<file path="config.mk">
export PLATFORM = sky130hd
export DESIGN_NAME = decode_top
export DESIGN_NICKNAME = d
export VERILOG_FILES = /design/src/design/cpu_decode_pkg.sv /design/src/design/issue_if.sv /design/src/design/controller.sv /design/src/design/register_file.sv /design/src/design/scoreboard.sv /design/src/design/decode_stage.sv /design/src/design/decode_top.sv
export SDC_FILE = /design/constraint.sdc
export NUM_CORES = 1
export LEC_CHECK = 0
export BUFFER_PORTS_ARGS = -buffer_cell sky130_fd_sc_hd__buf_2
export CAP_MARGIN = 20
export CORE_MARGIN = 2
export CORE_UTILIZATION = 60
export DETAILED_ROUTE_END_ITERATION = 10
export HOLD_SLACK_MARGIN = 0.02
export PLACE_DENSITY = 0.79
export SYNTH_ARGS = -nofsm -noshare
export SYNTH_HDL_FRONTEND = slang
export SYNTH_HIERARCHICAL = 1
export SYNTH_SLANG_ARGS = --single-unit
</file>
<file path="constraint.sdc">
create_clock -name clk -period 13.45 [get_ports clk]
set_input_delay 2.69 -clock clk [delete_from_list [all_inputs] [get_ports clk]]
set_output_delay 2.69 -clock clk [all_outputs]
set_load 0.05 [all_outputs]
</file>
<file path="src/design/cpu_decode_pkg.sv">
package cpu_decode_pkg;

   localparam int NUM_REGS      = 8;
   localparam int INST_DEPTH    = 4;    // Buffer entries and fetch credits
   localparam int ISSUE_CREDITS = 2;
   localparam int PEND_W        = 3;
   localparam int BUF_PTR_W     = $clog2(INST_DEPTH);
   localparam int ISSUE_CNT_W   = $clog2(ISSUE_CREDITS + 1);

   typedef logic [15:0] data_t;
   typedef logic [2:0]  reg_adr_t;
   typedef logic [3:0]  alu_op_t;
   typedef logic [2:0]  jump_kind_t;
   typedef logic [1:0]  src_a_sel_t;
   typedef logic [1:0]  src_b_sel_t;
   typedef logic [1:0]  wb_sel_t;

   localparam logic [1:0] OP_LD  = 2'd0;
   localparam logic [1:0] OP_ST  = 2'd1;
   localparam logic [1:0] OP_IMM = 2'd2;    // Immediate and branch family
   localparam logic [1:0] OP_REG = 2'd3;

   localparam alu_op_t ALU_ADD  = 4'd0;
   localparam alu_op_t ALU_CMP  = 4'd5;
   localparam alu_op_t ALU_NONE = 4'd15;

   localparam jump_kind_t JUMP_NONE   = 3'd0;
   localparam jump_kind_t JUMP_ALWAYS = 3'd1;
   localparam jump_kind_t JUMP_EQ     = 3'd2;
   localparam jump_kind_t JUMP_LT     = 3'd3;
   localparam jump_kind_t JUMP_LE     = 3'd4;
   localparam jump_kind_t JUMP_NE     = 3'd5;

   localparam src_a_sel_t SRC_A_REG  = 2'd0;
   localparam src_a_sel_t SRC_A_PC   = 2'd1;
   localparam src_a_sel_t SRC_A_ZERO = 2'd2;

   localparam src_b_sel_t SRC_B_REG  = 2'd0;
   localparam src_b_sel_t SRC_B_D4   = 2'd1;    // Shift amount
   localparam src_b_sel_t SRC_B_SEXT = 2'd2;
   localparam src_b_sel_t SRC_B_ZEXT = 2'd3;

   localparam wb_sel_t WB_ALU = 2'd0;
   localparam wb_sel_t WB_RET = 2'd2;    // Return address
   localparam wb_sel_t WB_IMM = 2'd3;

   // Same 16 bits seen as immediate format or register format
   typedef union packed {
      struct packed {
         logic [1:0] op;
         reg_adr_t   ra;
         reg_adr_t   rb;
         logic [7:0] disp;
      } imm_fmt;
      struct packed {
         logic [1:0] op;
         reg_adr_t   rs;
         reg_adr_t   rd;
         logic [3:0] ty;
         logic [3:0] d4;
      } reg_fmt;
   } inst_t;

endpackage

</file>
<file path="src/design/issue_if.sv">
`timescale 1ns/1ps

interface issue_if import cpu_decode_pkg::*; ();

   logic       valid;
   alu_op_t    alu_op;
   src_a_sel_t src_a_sel;
   src_b_sel_t src_b_sel;
   wb_sel_t    wb_sel;
   logic       reg_write;
   reg_adr_t   dest;
   logic       mem_read;
   logic       mem_write;
   logic       out_en;
   logic       halt;
   logic       lock;
   logic       unlock;
   jump_kind_t jump_kind;
   data_t      ra_data;
   data_t      rb_data;
   data_t      imm;

   modport source (output valid, alu_op, src_a_sel, src_b_sel, wb_sel, reg_write, dest,
                   mem_read, mem_write, out_en, halt, lock, unlock, jump_kind,
                   ra_data, rb_data, imm);

   modport sink (input valid, alu_op, src_a_sel, src_b_sel, wb_sel, reg_write, dest,
                 mem_read, mem_write, out_en, halt, lock, unlock, jump_kind,
                 ra_data, rb_data, imm);

endinterface

</file>
<file path="src/design/controller.sv">
`timescale 1ns/1ps

module controller import cpu_decode_pkg::*; (
   input  logic       flushed,
   input  inst_t      inst,
   output alu_op_t    alu_op,
   output src_a_sel_t src_a_sel,
   output src_b_sel_t src_b_sel,
   output wb_sel_t    wb_sel,
   output logic       reg_write,
   output logic       dest_is_ra,
   output logic       mem_read,
   output logic       mem_write,
   output logic       out_en,
   output logic       is_halt,
   output logic       lock_en,
   output logic       unlock_en,
   output jump_kind_t jump_kind,
   output logic       use_ra,
   output logic       use_rb,
   output reg_adr_t   ra,
   output reg_adr_t   rb
);

   // Register format rs/rd sit at the same bit positions
   assign ra = inst.imm_fmt.ra;
   assign rb = inst.imm_fmt.rb;

   always_comb begin
      alu_op     = ALU_NONE;
      src_a_sel  = SRC_A_REG;
      src_b_sel  = SRC_B_REG;
      wb_sel     = WB_ALU;
      reg_write  = 1'b0;
      dest_is_ra = 1'b0;
      mem_read   = 1'b0;
      mem_write  = 1'b0;
      out_en     = 1'b0;
      is_halt    = 1'b0;
      lock_en    = 1'b0;
      unlock_en  = 1'b0;
      jump_kind  = JUMP_NONE;
      use_ra     = 1'b0;
      use_rb     = 1'b0;

      if (!flushed) begin
         case (inst.imm_fmt.op)
            OP_LD: begin
               use_rb     = 1'b1;    // Base register
               reg_write  = 1'b1;
               dest_is_ra = 1'b1;
               src_b_sel  = SRC_B_SEXT;
               mem_read   = 1'b1;
            end
            OP_ST: begin
               use_ra    = 1'b1;
               use_rb    = 1'b1;
               mem_write = 1'b1;
               src_b_sel = SRC_B_SEXT;
            end
            OP_IMM: begin
               case (inst.imm_fmt.ra)
                  3'd0: begin    // LI
                     reg_write = 1'b1;
                     wb_sel    = WB_IMM;
                  end
                  3'd1: begin    // ADDI
                     use_rb    = 1'b1;
                     reg_write = 1'b1;
                     alu_op    = ALU_ADD;
                     src_b_sel = SRC_B_SEXT;
                  end
                  3'd2: begin    // CMPI
                     use_rb    = 1'b1;
                     alu_op    = ALU_CMP;
                     src_b_sel = SRC_B_SEXT;
                  end
                  3'd3: begin
                     if (inst.imm_fmt.rb[2]) begin
                        unlock_en = 1'b1;
                     end else begin
                        lock_en = 1'b1;
                     end
                  end
                  3'd4: begin    // B
                     jump_kind = JUMP_ALWAYS;
                     src_a_sel = SRC_A_PC;
                     src_b_sel = SRC_B_SEXT;
                  end
                  3'd5: begin    // BAL
                     jump_kind = JUMP_ALWAYS;
                     src_a_sel = SRC_A_PC;
                     src_b_sel = SRC_B_SEXT;
                     reg_write = 1'b1;
                     wb_sel    = WB_RET;
                  end
                  3'd6: begin    // BR
                     jump_kind = JUMP_ALWAYS;
                     src_b_sel = SRC_B_SEXT;
                  end
                  default: begin
                     // Conditional branches with the condition in rb
                     src_a_sel = SRC_A_PC;
                     src_b_sel = SRC_B_SEXT;
                     case (inst.imm_fmt.rb)
                        3'd0:    jump_kind = JUMP_EQ;
                        3'd1:    jump_kind = JUMP_LT;
                        3'd2:    jump_kind = JUMP_LE;
                        3'd3:    jump_kind = JUMP_NE;
                        default: jump_kind = JUMP_ALWAYS;
                     endcase
                  end
               endcase
            end
            default: begin
               alu_op = inst.reg_fmt.ty;
               case (inst.reg_fmt.ty)
                  4'd0, 4'd1, 4'd2, 4'd3, 4'd4: begin
                     use_ra    = 1'b1;
                     use_rb    = 1'b1;
                     reg_write = 1'b1;
                  end
                  4'd5: begin    // CMP
                     use_ra = 1'b1;
                     use_rb = 1'b1;
                  end
                  4'd6: begin    // MOV
                     use_ra    = 1'b1;
                     src_a_sel = SRC_A_ZERO;
                     reg_write = 1'b1;
                  end
                  4'd8, 4'd9, 4'd10, 4'd11: begin    // Shifts by d4
                     use_rb    = 1'b1;
                     reg_write = 1'b1;
                     src_b_sel = SRC_B_D4;
                  end
                  4'd12: begin
                     reg_write = 1'b1;
                     src_a_sel = SRC_A_ZERO;
                     src_b_sel = SRC_B_ZEXT;
                  end
                  4'd13: begin    // OUT
                     use_ra = 1'b1;
                     out_en = 1'b1;
                  end
                  4'd15: is_halt = 1'b1;
                  default: ;
               endcase
            end
         endcase
      end
   end

endmodule

</file>
<file path="src/design/register_file.sv">
`timescale 1ns/1ps

module register_file import cpu_decode_pkg::*; (
   input  logic     clk,
   input  logic     reset,
   input  reg_adr_t rd_adr_a,
   input  reg_adr_t rd_adr_b,
   output data_t    rd_data_a,
   output data_t    rd_data_b,
   input  logic     wr_en,
   input  reg_adr_t wr_adr,
   input  data_t    wr_data
);

   data_t regs [NUM_REGS];

   always_ff @(posedge clk) begin
      if (reset) begin
         for (int i = 0; i < NUM_REGS; i++) begin
            regs[i] <= '0;
         end
      end else if (wr_en) begin
         regs[wr_adr] <= wr_data;
      end
   end

   // No bypass so readers wait one cycle after write-back
   assign rd_data_a = regs[rd_adr_a];
   assign rd_data_b = regs[rd_adr_b];

endmodule

</file>
<file path="src/design/scoreboard.sv">
`timescale 1ns/1ps

module scoreboard import cpu_decode_pkg::*; (
   input  logic     clk,
   input  logic     reset,
   input  reg_adr_t src_a,
   input  logic     use_a,
   input  reg_adr_t src_b,
   input  logic     use_b,
   input  logic     issue_write,
   input  reg_adr_t issue_dest,
   input  logic     retire,
   input  reg_adr_t retire_adr,
   output logic     hazard
);

   logic [PEND_W-1:0]   pend [NUM_REGS];
   logic [NUM_REGS-1:0] inc;
   logic [NUM_REGS-1:0] dec;

   always_comb begin
      inc = '0;
      dec = '0;
      if (issue_write) begin
         inc[issue_dest] = 1'b1;
      end
      if (retire) begin
         dec[retire_adr] = 1'b1;
      end
   end

   always_ff @(posedge clk) begin
      if (reset) begin
         for (int i = 0; i < NUM_REGS; i++) begin
            pend[i] <= '0;
         end
      end else begin
         for (int i = 0; i < NUM_REGS; i++) begin
            if (inc[i] && !dec[i]) begin
               pend[i] <= pend[i] + 1'b1;
            end else if (dec[i] && !inc[i] && pend[i] != '0) begin
               pend[i] <= pend[i] - 1'b1;
            end
         end
      end
   end

   // Full destination count also stalls
   assign hazard = (use_a && pend[src_a] != '0) ||
                   (use_b && pend[src_b] != '0) ||
                   (&pend[issue_dest]);

endmodule

</file>
<file path="src/design/decode_stage.sv">
`timescale 1ns/1ps

module decode_stage import cpu_decode_pkg::*; (
   input  logic       clk,
   input  logic       reset,
   input  logic       flush,
   input  logic       inst_valid,
   input  inst_t      inst,
   output logic [2:0] inst_credit,
   input  logic       issue_credit,
   output reg_adr_t   rf_adr_a,
   output reg_adr_t   rf_adr_b,
   input  data_t      rf_data_a,
   input  data_t      rf_data_b,
   output reg_adr_t   sb_src_a,
   output logic       sb_use_a,
   output reg_adr_t   sb_src_b,
   output logic       sb_use_b,
   output logic       sb_issue_write,
   output reg_adr_t   sb_issue_dest,
   input  logic       hazard,
   output logic       halted,
   issue_if.source    bundle
);

   inst_t                  buf_mem [INST_DEPTH];
   logic [BUF_PTR_W-1:0]   wr_ptr;
   logic [BUF_PTR_W-1:0]   rd_ptr;
   logic [2:0]             occupancy;
   logic [ISSUE_CNT_W-1:0] issue_cnt;
   inst_t                  head;
   logic                   head_valid;
   logic                   accept;
   logic                   fire;
   data_t                  imm;

   alu_op_t    alu_op;
   src_a_sel_t src_a_sel;
   src_b_sel_t src_b_sel;
   wb_sel_t    wb_sel;
   logic       reg_write;
   logic       dest_is_ra;
   logic       mem_read;
   logic       mem_write;
   logic       out_en;
   logic       is_halt;
   logic       lock_en;
   logic       unlock_en;
   jump_kind_t jump_kind;
   logic       use_ra;
   logic       use_rb;
   reg_adr_t   ra;
   reg_adr_t   rb;
   reg_adr_t   dest;

   assign head       = buf_mem[rd_ptr];
   assign head_valid = occupancy != '0;
   assign accept     = inst_valid && !flush;    // Flush wins over acceptance
   assign fire       = head_valid && issue_cnt != '0 && !hazard && !halted && !flush;

   controller ctrl_i (
      .flushed    (flush || !head_valid),
      .inst       (head),
      .alu_op     (alu_op),
      .src_a_sel  (src_a_sel),
      .src_b_sel  (src_b_sel),
      .wb_sel     (wb_sel),
      .reg_write  (reg_write),
      .dest_is_ra (dest_is_ra),
      .mem_read   (mem_read),
      .mem_write  (mem_write),
      .out_en     (out_en),
      .is_halt    (is_halt),
      .lock_en    (lock_en),
      .unlock_en  (unlock_en),
      .jump_kind  (jump_kind),
      .use_ra     (use_ra),
      .use_rb     (use_rb),
      .ra         (ra),
      .rb         (rb)
   );

   assign dest = dest_is_ra ? ra : rb;

   always_comb begin
      case (src_b_sel)
         SRC_B_D4:   imm = {12'b0, head.reg_fmt.d4};
         SRC_B_ZEXT: imm = {8'b0, head.imm_fmt.disp};
         default:    imm = {{8{head.imm_fmt.disp[7]}}, head.imm_fmt.disp};
      endcase
   end

   assign rf_adr_a       = ra;
   assign rf_adr_b       = rb;
   assign sb_src_a       = ra;
   assign sb_use_a       = use_ra;
   assign sb_src_b       = rb;
   assign sb_use_b       = use_rb;
   assign sb_issue_write = fire && reg_write;
   assign sb_issue_dest  = dest;

   // Flush also hands back the credit of a word it refuses
   assign inst_credit = flush ? occupancy + {2'b0, inst_valid} : {2'b0, fire};

   always_ff @(posedge clk) begin
      if (accept) begin
         buf_mem[wr_ptr] <= inst;
      end
   end

   always_ff @(posedge clk) begin
      if (reset || flush) begin
         wr_ptr    <= '0;
         rd_ptr    <= '0;
         occupancy <= '0;
      end else begin
         if (accept) begin
            wr_ptr <= wr_ptr + 1'b1;
         end
         if (fire) begin
            rd_ptr <= rd_ptr + 1'b1;
         end
         occupancy <= occupancy + {2'b0, accept} - {2'b0, fire};
      end
   end

   always_ff @(posedge clk) begin
      if (reset) begin
         issue_cnt    <= ISSUE_CNT_W'(ISSUE_CREDITS);
         halted       <= 1'b0;
         bundle.valid <= 1'b0;
      end else begin
         issue_cnt    <= issue_cnt + ISSUE_CNT_W'(issue_credit) - ISSUE_CNT_W'(fire);
         bundle.valid <= fire;
         if (fire && is_halt) begin
            halted <= 1'b1;    // Sticky until reset
         end
      end
   end

   always_ff @(posedge clk) begin
      if (fire) begin
         bundle.alu_op    <= alu_op;
         bundle.src_a_sel <= src_a_sel;
         bundle.src_b_sel <= src_b_sel;
         bundle.wb_sel    <= wb_sel;
         bundle.reg_write <= reg_write;
         bundle.dest      <= dest;
         bundle.mem_read  <= mem_read;
         bundle.mem_write <= mem_write;
         bundle.out_en    <= out_en;
         bundle.halt      <= is_halt;
         bundle.lock      <= lock_en;
         bundle.unlock    <= unlock_en;
         bundle.jump_kind <= jump_kind;
         bundle.ra_data   <= rf_data_a;
         bundle.rb_data   <= rf_data_b;
         bundle.imm       <= imm;
      end
   end

endmodule

</file>
<file path="src/design/decode_top.sv">
`timescale 1ns/1ps

module decode_top import cpu_decode_pkg::*; (
   input  logic       clk,
   input  logic       reset,
   input  logic       flush,
   input  logic       inst_valid,
   input  inst_t      inst,
   output logic [2:0] inst_credit,
   output logic       issue_valid,
   input  logic       issue_credit,
   output alu_op_t    alu_op,
   output src_a_sel_t src_a_sel,
   output src_b_sel_t src_b_sel,
   output wb_sel_t    wb_sel,
   output logic       reg_write,
   output reg_adr_t   dest,
   output logic       mem_read,
   output logic       mem_write,
   output logic       out_en,
   output logic       halt,
   output logic       lock,
   output logic       unlock,
   output jump_kind_t jump_kind,
   output data_t      ra_data,
   output data_t      rb_data,
   output data_t      imm,
   input  logic       wb_valid,
   input  reg_adr_t   wb_adr,
   input  data_t      wb_data,
   output logic       halted
);

   issue_if  bus ();
   reg_adr_t rf_adr_a;
   reg_adr_t rf_adr_b;
   data_t    rf_data_a;
   data_t    rf_data_b;
   reg_adr_t sb_src_a;
   logic     sb_use_a;
   reg_adr_t sb_src_b;
   logic     sb_use_b;
   logic     sb_issue_write;
   reg_adr_t sb_issue_dest;
   logic     hazard;

   decode_stage stage_i (
      .clk            (clk),
      .reset          (reset),
      .flush          (flush),
      .inst_valid     (inst_valid),
      .inst           (inst),
      .inst_credit    (inst_credit),
      .issue_credit   (issue_credit),
      .rf_adr_a       (rf_adr_a),
      .rf_adr_b       (rf_adr_b),
      .rf_data_a      (rf_data_a),
      .rf_data_b      (rf_data_b),
      .sb_src_a       (sb_src_a),
      .sb_use_a       (sb_use_a),
      .sb_src_b       (sb_src_b),
      .sb_use_b       (sb_use_b),
      .sb_issue_write (sb_issue_write),
      .sb_issue_dest  (sb_issue_dest),
      .hazard         (hazard),
      .halted         (halted),
      .bundle         (bus.source)
   );

   register_file rf_i (
      .clk       (clk),
      .reset     (reset),
      .rd_adr_a  (rf_adr_a),
      .rd_adr_b  (rf_adr_b),
      .rd_data_a (rf_data_a),
      .rd_data_b (rf_data_b),
      .wr_en     (wb_valid),
      .wr_adr    (wb_adr),
      .wr_data   (wb_data)
   );

   scoreboard sb_i (
      .clk         (clk),
      .reset       (reset),
      .src_a       (sb_src_a),
      .use_a       (sb_use_a),
      .src_b       (sb_src_b),
      .use_b       (sb_use_b),
      .issue_write (sb_issue_write),
      .issue_dest  (sb_issue_dest),
      .retire      (wb_valid),
      .retire_adr  (wb_adr),
      .hazard      (hazard)
   );

   assign issue_valid = bus.valid;
   assign alu_op      = bus.alu_op;
   assign src_a_sel   = bus.src_a_sel;
   assign src_b_sel   = bus.src_b_sel;
   assign wb_sel      = bus.wb_sel;
   assign reg_write   = bus.reg_write;
   assign dest        = bus.dest;
   assign mem_read    = bus.mem_read;
   assign mem_write   = bus.mem_write;
   assign out_en      = bus.out_en;
   assign halt        = bus.halt;
   assign lock        = bus.lock;
   assign unlock      = bus.unlock;
   assign jump_kind   = bus.jump_kind;
   assign ra_data     = bus.ra_data;
   assign rb_data     = bus.rb_data;
   assign imm         = bus.imm;

endmodule

</file>
## Word level (Yosys, flattened, before mapping)

Memory sizes are Yosys's and may differ from the RTL's. A register that Yosys moved wholly into a read port is not among the register bits.
Cells that the tools add are included.

- $add $sub $neg: 23
- Order comparisons: 4
- Equality and inequality tests: 26
- Reductions and logical operators: 94
- Bitwise gates (word level): 18
- Mux-type cells: 125

Operators by type and width:

| kind | count |
|---|---|
| $mux W1 | 84 |
| $mux W3 | 19 |
| $logic_and A1 B1 Y1 | 35 |
| $reduce_bool A3 Y1 | 11 |
| $pmux W16 S2 | 1 |
| $eq A4 B4 Y1 const B | 7 |
| $add A3 B1 Y3 const B | 8 |
| $sub A3 B1 Y3 const B | 8 |
| $logic_not A1 Y1 | 20 |
| $mux W16 | 1 |
| $mux W8 | 2 |
| $or A1 B1 Y1 | 16 |
| $pmux W2 S2 | 4 |
| $pmux W4 S2 | 2 |
| $reduce_or A16 Y1 | 1 |
| $eq A3 B2 Y1 const B | 4 |
| $eq A4 B3 Y1 const B | 3 |
| $pmux W3 S4 | 1 |
| $reduce_or A2 Y1 | 6 |
| $reduce_or A3 Y1 | 4 |
| $reduce_or A4 Y1 | 3 |
| $reduce_or A11 Y1 | 1 |
| $mux W2 | 5 |
| $reduce_or A10 Y1 | 1 |
| 26 further kinds | 43 |

- Register bits: 50
- Memory bits (writable): 216
- Output and inout bits: 76
- Input port bits: 41
- Memories: 3

Memories:

| name | depth | bits a word | read ports | clocked after memory_dff | wr ports | RTL line | RTL |
|---|---|---|---|---|---|---|---|
| rf_i.regs | 8 | 16 | 2 | 2 | 8 | register_file.sv:15 | `data_t regs [NUM_REGS];` |
| stage_i.buf_mem | 4 | 16 | 1 | 1 | 1 | decode_stage.sv:26 | `inst_t buf_mem [INST_DEPTH];` |
| sb_i.pend | 8 | 3 | 11 | 0 | 8 | scoreboard.sv:17 | `logic [PEND_W-1:0] pend [NUM_REGS];` |

## Longest topological paths before layout

- Depth after elaboration: 22
- Gate-level depth with buffers: 23
- Gate-level depth less buffers: 20

## Cells and area by module

The synthesis kept the hierarchy.

By module, submodules not included:

| module | area an instance (µm²) | sequential area each (µm²) | cells an instance | instances |
|---|---|---|---|---|
| register_file | 6916.6 | 3843.7 | 430 | 1 |
| decode_stage | 5146.2 | 4103.9 | 244 | 1 |
| scoreboard | 1969.4 | 720.7 | 207 | 1 |
| controller | 429.2 | 0.0 | 69 | 1 |

## Least setup slack after synthesis

OpenSTA, ideal clock, no wires.

- Kind: in2out
- Start point: in flush
- End point: out inst_credit[0]
- Stages: 13
- Required time: 10.760 ns
- Arrival time: 7.993 ns
- Setup slack: 2.767 ns
- Path through: buf_2 -> or2_2 -> buf_6 -> nor3_1 -> mux2_2 -> buf_2 -> mux4_2 -> o221a_2 -> o211a_1 -> a221o_1 -> o21bai_1 -> nor4_4 -> a21o_1

- Word-level cells in the longest chain between the ends: 11

Ends and longest elaborated chain:

| what | RTL line | RTL |
|---|---|---|
| start: declaration | decode_top.sv:6 | `input logic flush,` |
| $logic_or A1 B1 Y1 | decode_stage.sv:62 | `.flushed (flush \|\| !head_valid),` |
| $mux W1 | controller.sv:46 | `if (!flushed) begin` |
| net stage_i.dest_is_ra | decode_stage.sv:42 | `logic dest_is_ra;` |
| $mux W3 | decode_stage.sv:83 | `assign dest = dest_is_ra ? ra : rb;` |
| net sb_issue_dest[1] | decode_top.sv:44 | `reg_adr_t sb_issue_dest;` |
| $mem_v2 Z8 W3 | -- |  |
| $reduce_and A3 Y1 | scoreboard.sv:51 | `(&pend[issue_dest]);` |
| $logic_or A1 B1 Y1 | scoreboard.sv:50 | `(use_b && pend[src_b] != '0) \|\|` |
| net hazard | decode_top.sv:45 | `logic hazard;` |
| $logic_not A1 Y1 | decode_stage.sv:59 | `assign fire = head_valid && issue_cnt != '0 && !hazard && !halted && !flush;` |
| $logic_and A1 B1 Y1 (3 in series) | decode_stage.sv:59 |  |
| net stage_i.fire | decode_stage.sv:34 | `logic fire;` |
| $mux W3 | decode_stage.sv:103 | `assign inst_credit = flush ? occupancy + {2'b0, inst_valid} : {2'b0, fire};` |
| end: declaration | decode_top.sv:9 | `output logic [2:0] inst_credit,` |

The timed path passes the listed nets, and every way through them passes these cells.

## Worst setup path in the final report

Same ends and word-level chain as after synthesis.

==> metrics.sh <==
POST-DP-HPWL_UM=19100
NUMBER_OF_WARNINGS_REPORTED_IN_THE_YOSYS_SYNTHESIS_LOG=6
PATH_COMMON_CELL='sky130_fd_sc_hd__buf_2'
SYNTH_FLOP_CELL='sky130_fd_sc_hd__edfxtp_1'
PLACEMENT_ROWS=56
RR_ENDPOINT='stage_i/occupancy[2]'
SYNTHTOLAYOUTAREAGROWTH_PCT=11.1
SETUP.WORST_PATH.END_CLASS='primary output'
AVGSYNTHCELLAREA_UM2=15.2
CTS_BUFFERS=30
POWER.DENSITY_CELL_AREA_mW_PER_MM2=132
STATUS='finished, final reports clean'
TRITONCTS='yes'
GRT_PASS1_VIAS=8679
COREAREA_MM2=0.0235
CP_CELL_SEQUENCE='buf_2 > or2_2 > nor3_1 > mux2_2 > inv_1 > mux4_2 > a221oi_1 > o211a_1 > a221o_1 > o21bai_1 > nor4_4 > a21o_1 > buf_2'
SYNTH_TOP_CELLS_BY_COUNT='sky130_fd_sc_hd__edfxtp_1 (280), sky130_fd_sc_hd__nor3_1 (146), sky130_fd_sc_hd__mux4_1 (56), sky130_fd_sc_hd__mux2_2 (36)'
DETAIL_ROUTE.VIAS_PER_CELL=6.26
CLOCK_INSERTION_DELAY_AT_THE_LATER_PIN_OF_THE_SKEW_REPORT_NS=0.56
CRITICAL-PATH-TOP-DELAY-FAMILY='multiplexers'
FINISH.NET_COUNT=1094
KIND_OF_CRITICAL_PATH='input port to primary output'
YOSYS.CELL_COUNT.TOP_TYPE='sky130_fd_sc_hd__edfxtp_1'
INITIAL_CORE_UTIL_PCT=61.4
GRT_SETUP_UNREPAIRED='no'
FRACTION_OF_THE_YOSYS_AREA_TAKEN_BY_SEQUENTIAL_CELLS_PCT=59.9
LAYOUT.FILLER_CELLS=1627
FLOORPLAN.DIE.HEIGHT_UM=159
TIMING_WORST_SLEW_PIN_VALUE_NS=0.983
NUM_IO_PINS=117
SLEW-LIMIT-HEADROOM_PCT=34.4
CRITPATHMAXSTAGEDELAY_NS=0.53
HOLD_CLASS='flop to flop'
MAX-CLOCK-PATH-BUFFERS=3
CP-START-KIND='input port'
FIRSTDRTPASSITERS=5
FRACTION_OF_FINAL_LAYOUT_CELLS_SIZED_BEYOND_DRIVE_STRENGTH_1_PCT=25.0
GP_CONGESTION=0.921
SYNTH.TOP_CELL.AREA_SHARE_PCT=58.1
FINAL.MIN_CLOCK_PERIOD_NS=8.92
CLOCKROOTBUFFER='sky130_fd_sc_hd__clkbuf_16'
ROUTE.DETAILED.DRC=0
HOLD_PATH_DEPTH=2
REGISTER_BIT_COUNT_REPORTED_BY_YOSYS=293
TIMING.FINAL.SETUP_VIOLATIONS=0
PORT-BUFFER-COUNT=116
CRITICAL_PATH_PEAK_FANOUT=14
SYNTH-ASYNC-RESET-RATIO_PCT=0
DRV.MAX_CAP_VIOLATION_COUNT=0
DIE_W_UM=159
POWER.IR.VDD_WORST_uV=160
POSTCTSSETUPREPAIRBUFS=0
GRT_START_MAX_NET_PINS=70
CELLLEAKAGEPOWER_uW=0.00560
CTSHTREEMAXLEVEL=1
SYN_NETS=1012
WORSTPATHREQUIRED_NS=10.76
HOLD_PATH_STARTPOINT='stage_i/issue_cnt[1]'
DESIGN.DIE.AREA_MM2=0.0254
SYNTHESIS.AREA_MM2=0.0145
CRITICAL_PATH_BUF_INV_COUNT=3
CRIT_SLOWEST_CELL='sky130_fd_sc_hd__mux4_2'
CTS_HOLD_BUF=0
REGISTER_AREA_MM2=0.00867
POST_SYNTH_NUM_CELL_TYPES=68
ANTENNA_FOUND_INITIAL=1
SYNTHESIS.INSTANCES=950
FINAL.SETUP_SKEW_NS=0.0164
MAXSLEWVIOLCOUNT=0
RR_WORST_DEPTH=17
NUMBER_OF_SYNTHESIZED_FLOPS_WITH_AN_ENABLE_PIN=280
GRT_USAGE_PCT=24.1
CTS.REPORTEDPATHS.CLKPINSLEW_NS=0.06
CTS.SINK_COUNT=293
CTS_RESIZED=0
HOLD_VIOL=0
ANT_NETS=0
AVGROUTEDWIREPERCELL_UM=22.4
WL_UM=30900
SYNTH.AREA.TOP_CELLS='sky130_fd_sc_hd__edfxtp_1 (58%), sky130_fd_sc_hd__mux4_1 (10%), sky130_fd_sc_hd__nor3_1 (5.1%), sky130_fd_sc_hd__mux4_2 (4.4%), sky130_fd_sc_hd__mux2_2 (2.8%)'
FINAL.SETUP.TNS_NS=0
INITIALDRTVIOLATIONCOUNT=707
WORST_EP_ARRIVAL_TIME_NS=6.23
GRT_OVERFLOW=0
YOSYSTOPAREACELL='sky130_fd_sc_hd__edfxtp_1'
HOLDWS_NS=0.514
FINAL_MIN_PERIOD_OVER_CLOCK_PERIOD_PCT=66.3
HOLD_PATH_END='stage_i/issue_cnt[1]'
VIA_COUNT=8610
MAX_FREQ_MHz=112
GRT_FIRST_PASS_WIRELENGTH_UM=47500
MULTI_INPUT_COMB_AREA_MM2=0.00510
SETUP.REG_TO_REG.WORST_SLACK_NS=7.36
-- sequential cells by signal (all words and copies together), names as in the netlist, 3 cells and up, named ones only --
register / count
stage_i/occupancy: 3
stage_i/bundle.alu_op: 4
rf_i/regs: 128
stage_i/bundle.ra_data: 16
stage_i/bundle.jump_kind: 3
stage_i/bundle.dest: 3
stage_i/bundle.imm: 9
stage_i/bundle.rb_data: 16
stage_i/buf_mem: 64
sb_i/pend: 24
-- layout make-up --
cell class / instances / area share (%)
timing repair buffer: 136 / 4.57
clock inverter: 24 / 1.44
multi-input combinational: 523 / 31.7
clock buffer: 32 / 4.72
tap: 319 / 2.48
antenna: 1 / 0.0156
inverter: 48 / 1.12
sequential: 293 / 53.9
-- through the flow --
| step | setup WS (ns) | area (µm²) | utilization, % | instances | total power [µW] |
|---|---|---|---|---|---|
| after global placement | 4.66 | 15100 | 64.0 | 1318 | 1300 |
| final | 4.53 | 16100 | 68.3 | 1376 | 2120 |
| after global routing | 4.20 | 16100 | 68.3 | 1375 | 2190 |
| after floorplan | 2.77 | 14500 | - | 950 | 1250 |
| after detailed placement | 4.56 | 15100 | 64.1 | 1319 | 1310 |
| after CTS | 4.55 | 16100 | 68.3 | 1375 | 2130 |
-- layout by cell type (no fill, tap or decap), types with 7 or more instances in the layout --
cell type / instances
sky130_fd_sc_hd__and2_1: 15
sky130_fd_sc_hd__o21ai_0: 10
sky130_fd_sc_hd__nand4_1: 7
sky130_fd_sc_hd__edfxtp_1: 280
sky130_fd_sc_hd__fa_1: 8
sky130_fd_sc_hd__mux4_1: 56
sky130_fd_sc_hd__buf_2: 116
sky130_fd_sc_hd__nand3_1: 8
sky130_fd_sc_hd__a21oi_1: 7
sky130_fd_sc_hd__xnor2_1: 15
sky130_fd_sc_hd__mux2_2: 36
sky130_fd_sc_hd__inv_1: 32
sky130_fd_sc_hd__or3_1: 8
sky130_fd_sc_hd__nor2b_1: 17
sky130_fd_sc_hd__nand2_1: 22
sky130_fd_sc_hd__dfxtp_1: 13
sky130_fd_sc_hd__clkinv_2: 7
sky130_fd_sc_hd__ha_1: 13
sky130_fd_sc_hd__mux2i_1: 12
sky130_fd_sc_hd__o21bai_1: 9
sky130_fd_sc_hd__clkinv_1: 20
sky130_fd_sc_hd__nor3_1: 146
sky130_fd_sc_hd__mux4_2: 28
sky130_fd_sc_hd__nor2_1: 31
sky130_fd_sc_hd__buf_4: 19
sky130_fd_sc_hd__clkbuf_16: 30
sky130_fd_sc_hd__nand2b_1: 14
-- power by group --
part	leakage (µW)	switching, µW	internal (µW)
Clock	0.000481	356	470
Sequential	0.00276	20.7	1050
Combinational	0.00236	139	87.8
Total	0.00560	516	1610
-- logic make-up after synthesis --
| group | Yosys count | share of synthesized area (%) |
|---|---|---|
| compound gates | 54 | 2.63 |
| xor+xnor | 17 | 1.03 |
| fa+ha+maj | 21 | 2.23 |
| buf+inv | 134 | 4.81 |
| flops | 293 | 59.9 |
| mux | 132 | 18.2 |
| simple gates | 299 | 11.2 |
-- worst min-delay path: stages (launching register included) --
cell and delay (ns):
sky130_fd_sc_hd__dfxtp_1 0.35, sky130_fd_sc_hd__xnor2_1 0.08, sky130_fd_sc_hd__nand2b_1 0.06
-- layer usage --
metal	wire [µm]	share of wire [%]	vias to the layer above	global-route usage, %
li1	-	-	3901	-
met5	0	0	-	0
met3	2600	8.4	83	4.74
met2	15500	50	382	41.1
met4	1060	3.4	0	9.09
met1	11700	38	4244	31.1
-- worst max-delay path by stage --
stage / start / endpoint / cells past startpoint
after global routing: flush / inst_credit[0] / 13
after detailed placement: flush / inst_credit[0] / 13
after global placement: flush / inst_credit[0] / 13
after floorplan: flush / inst_credit[0] / 13
final: flush / inst_credit[0] / 13
after CTS: flush / inst_credit[0] / 13
(Power assumes the default switching activity.)
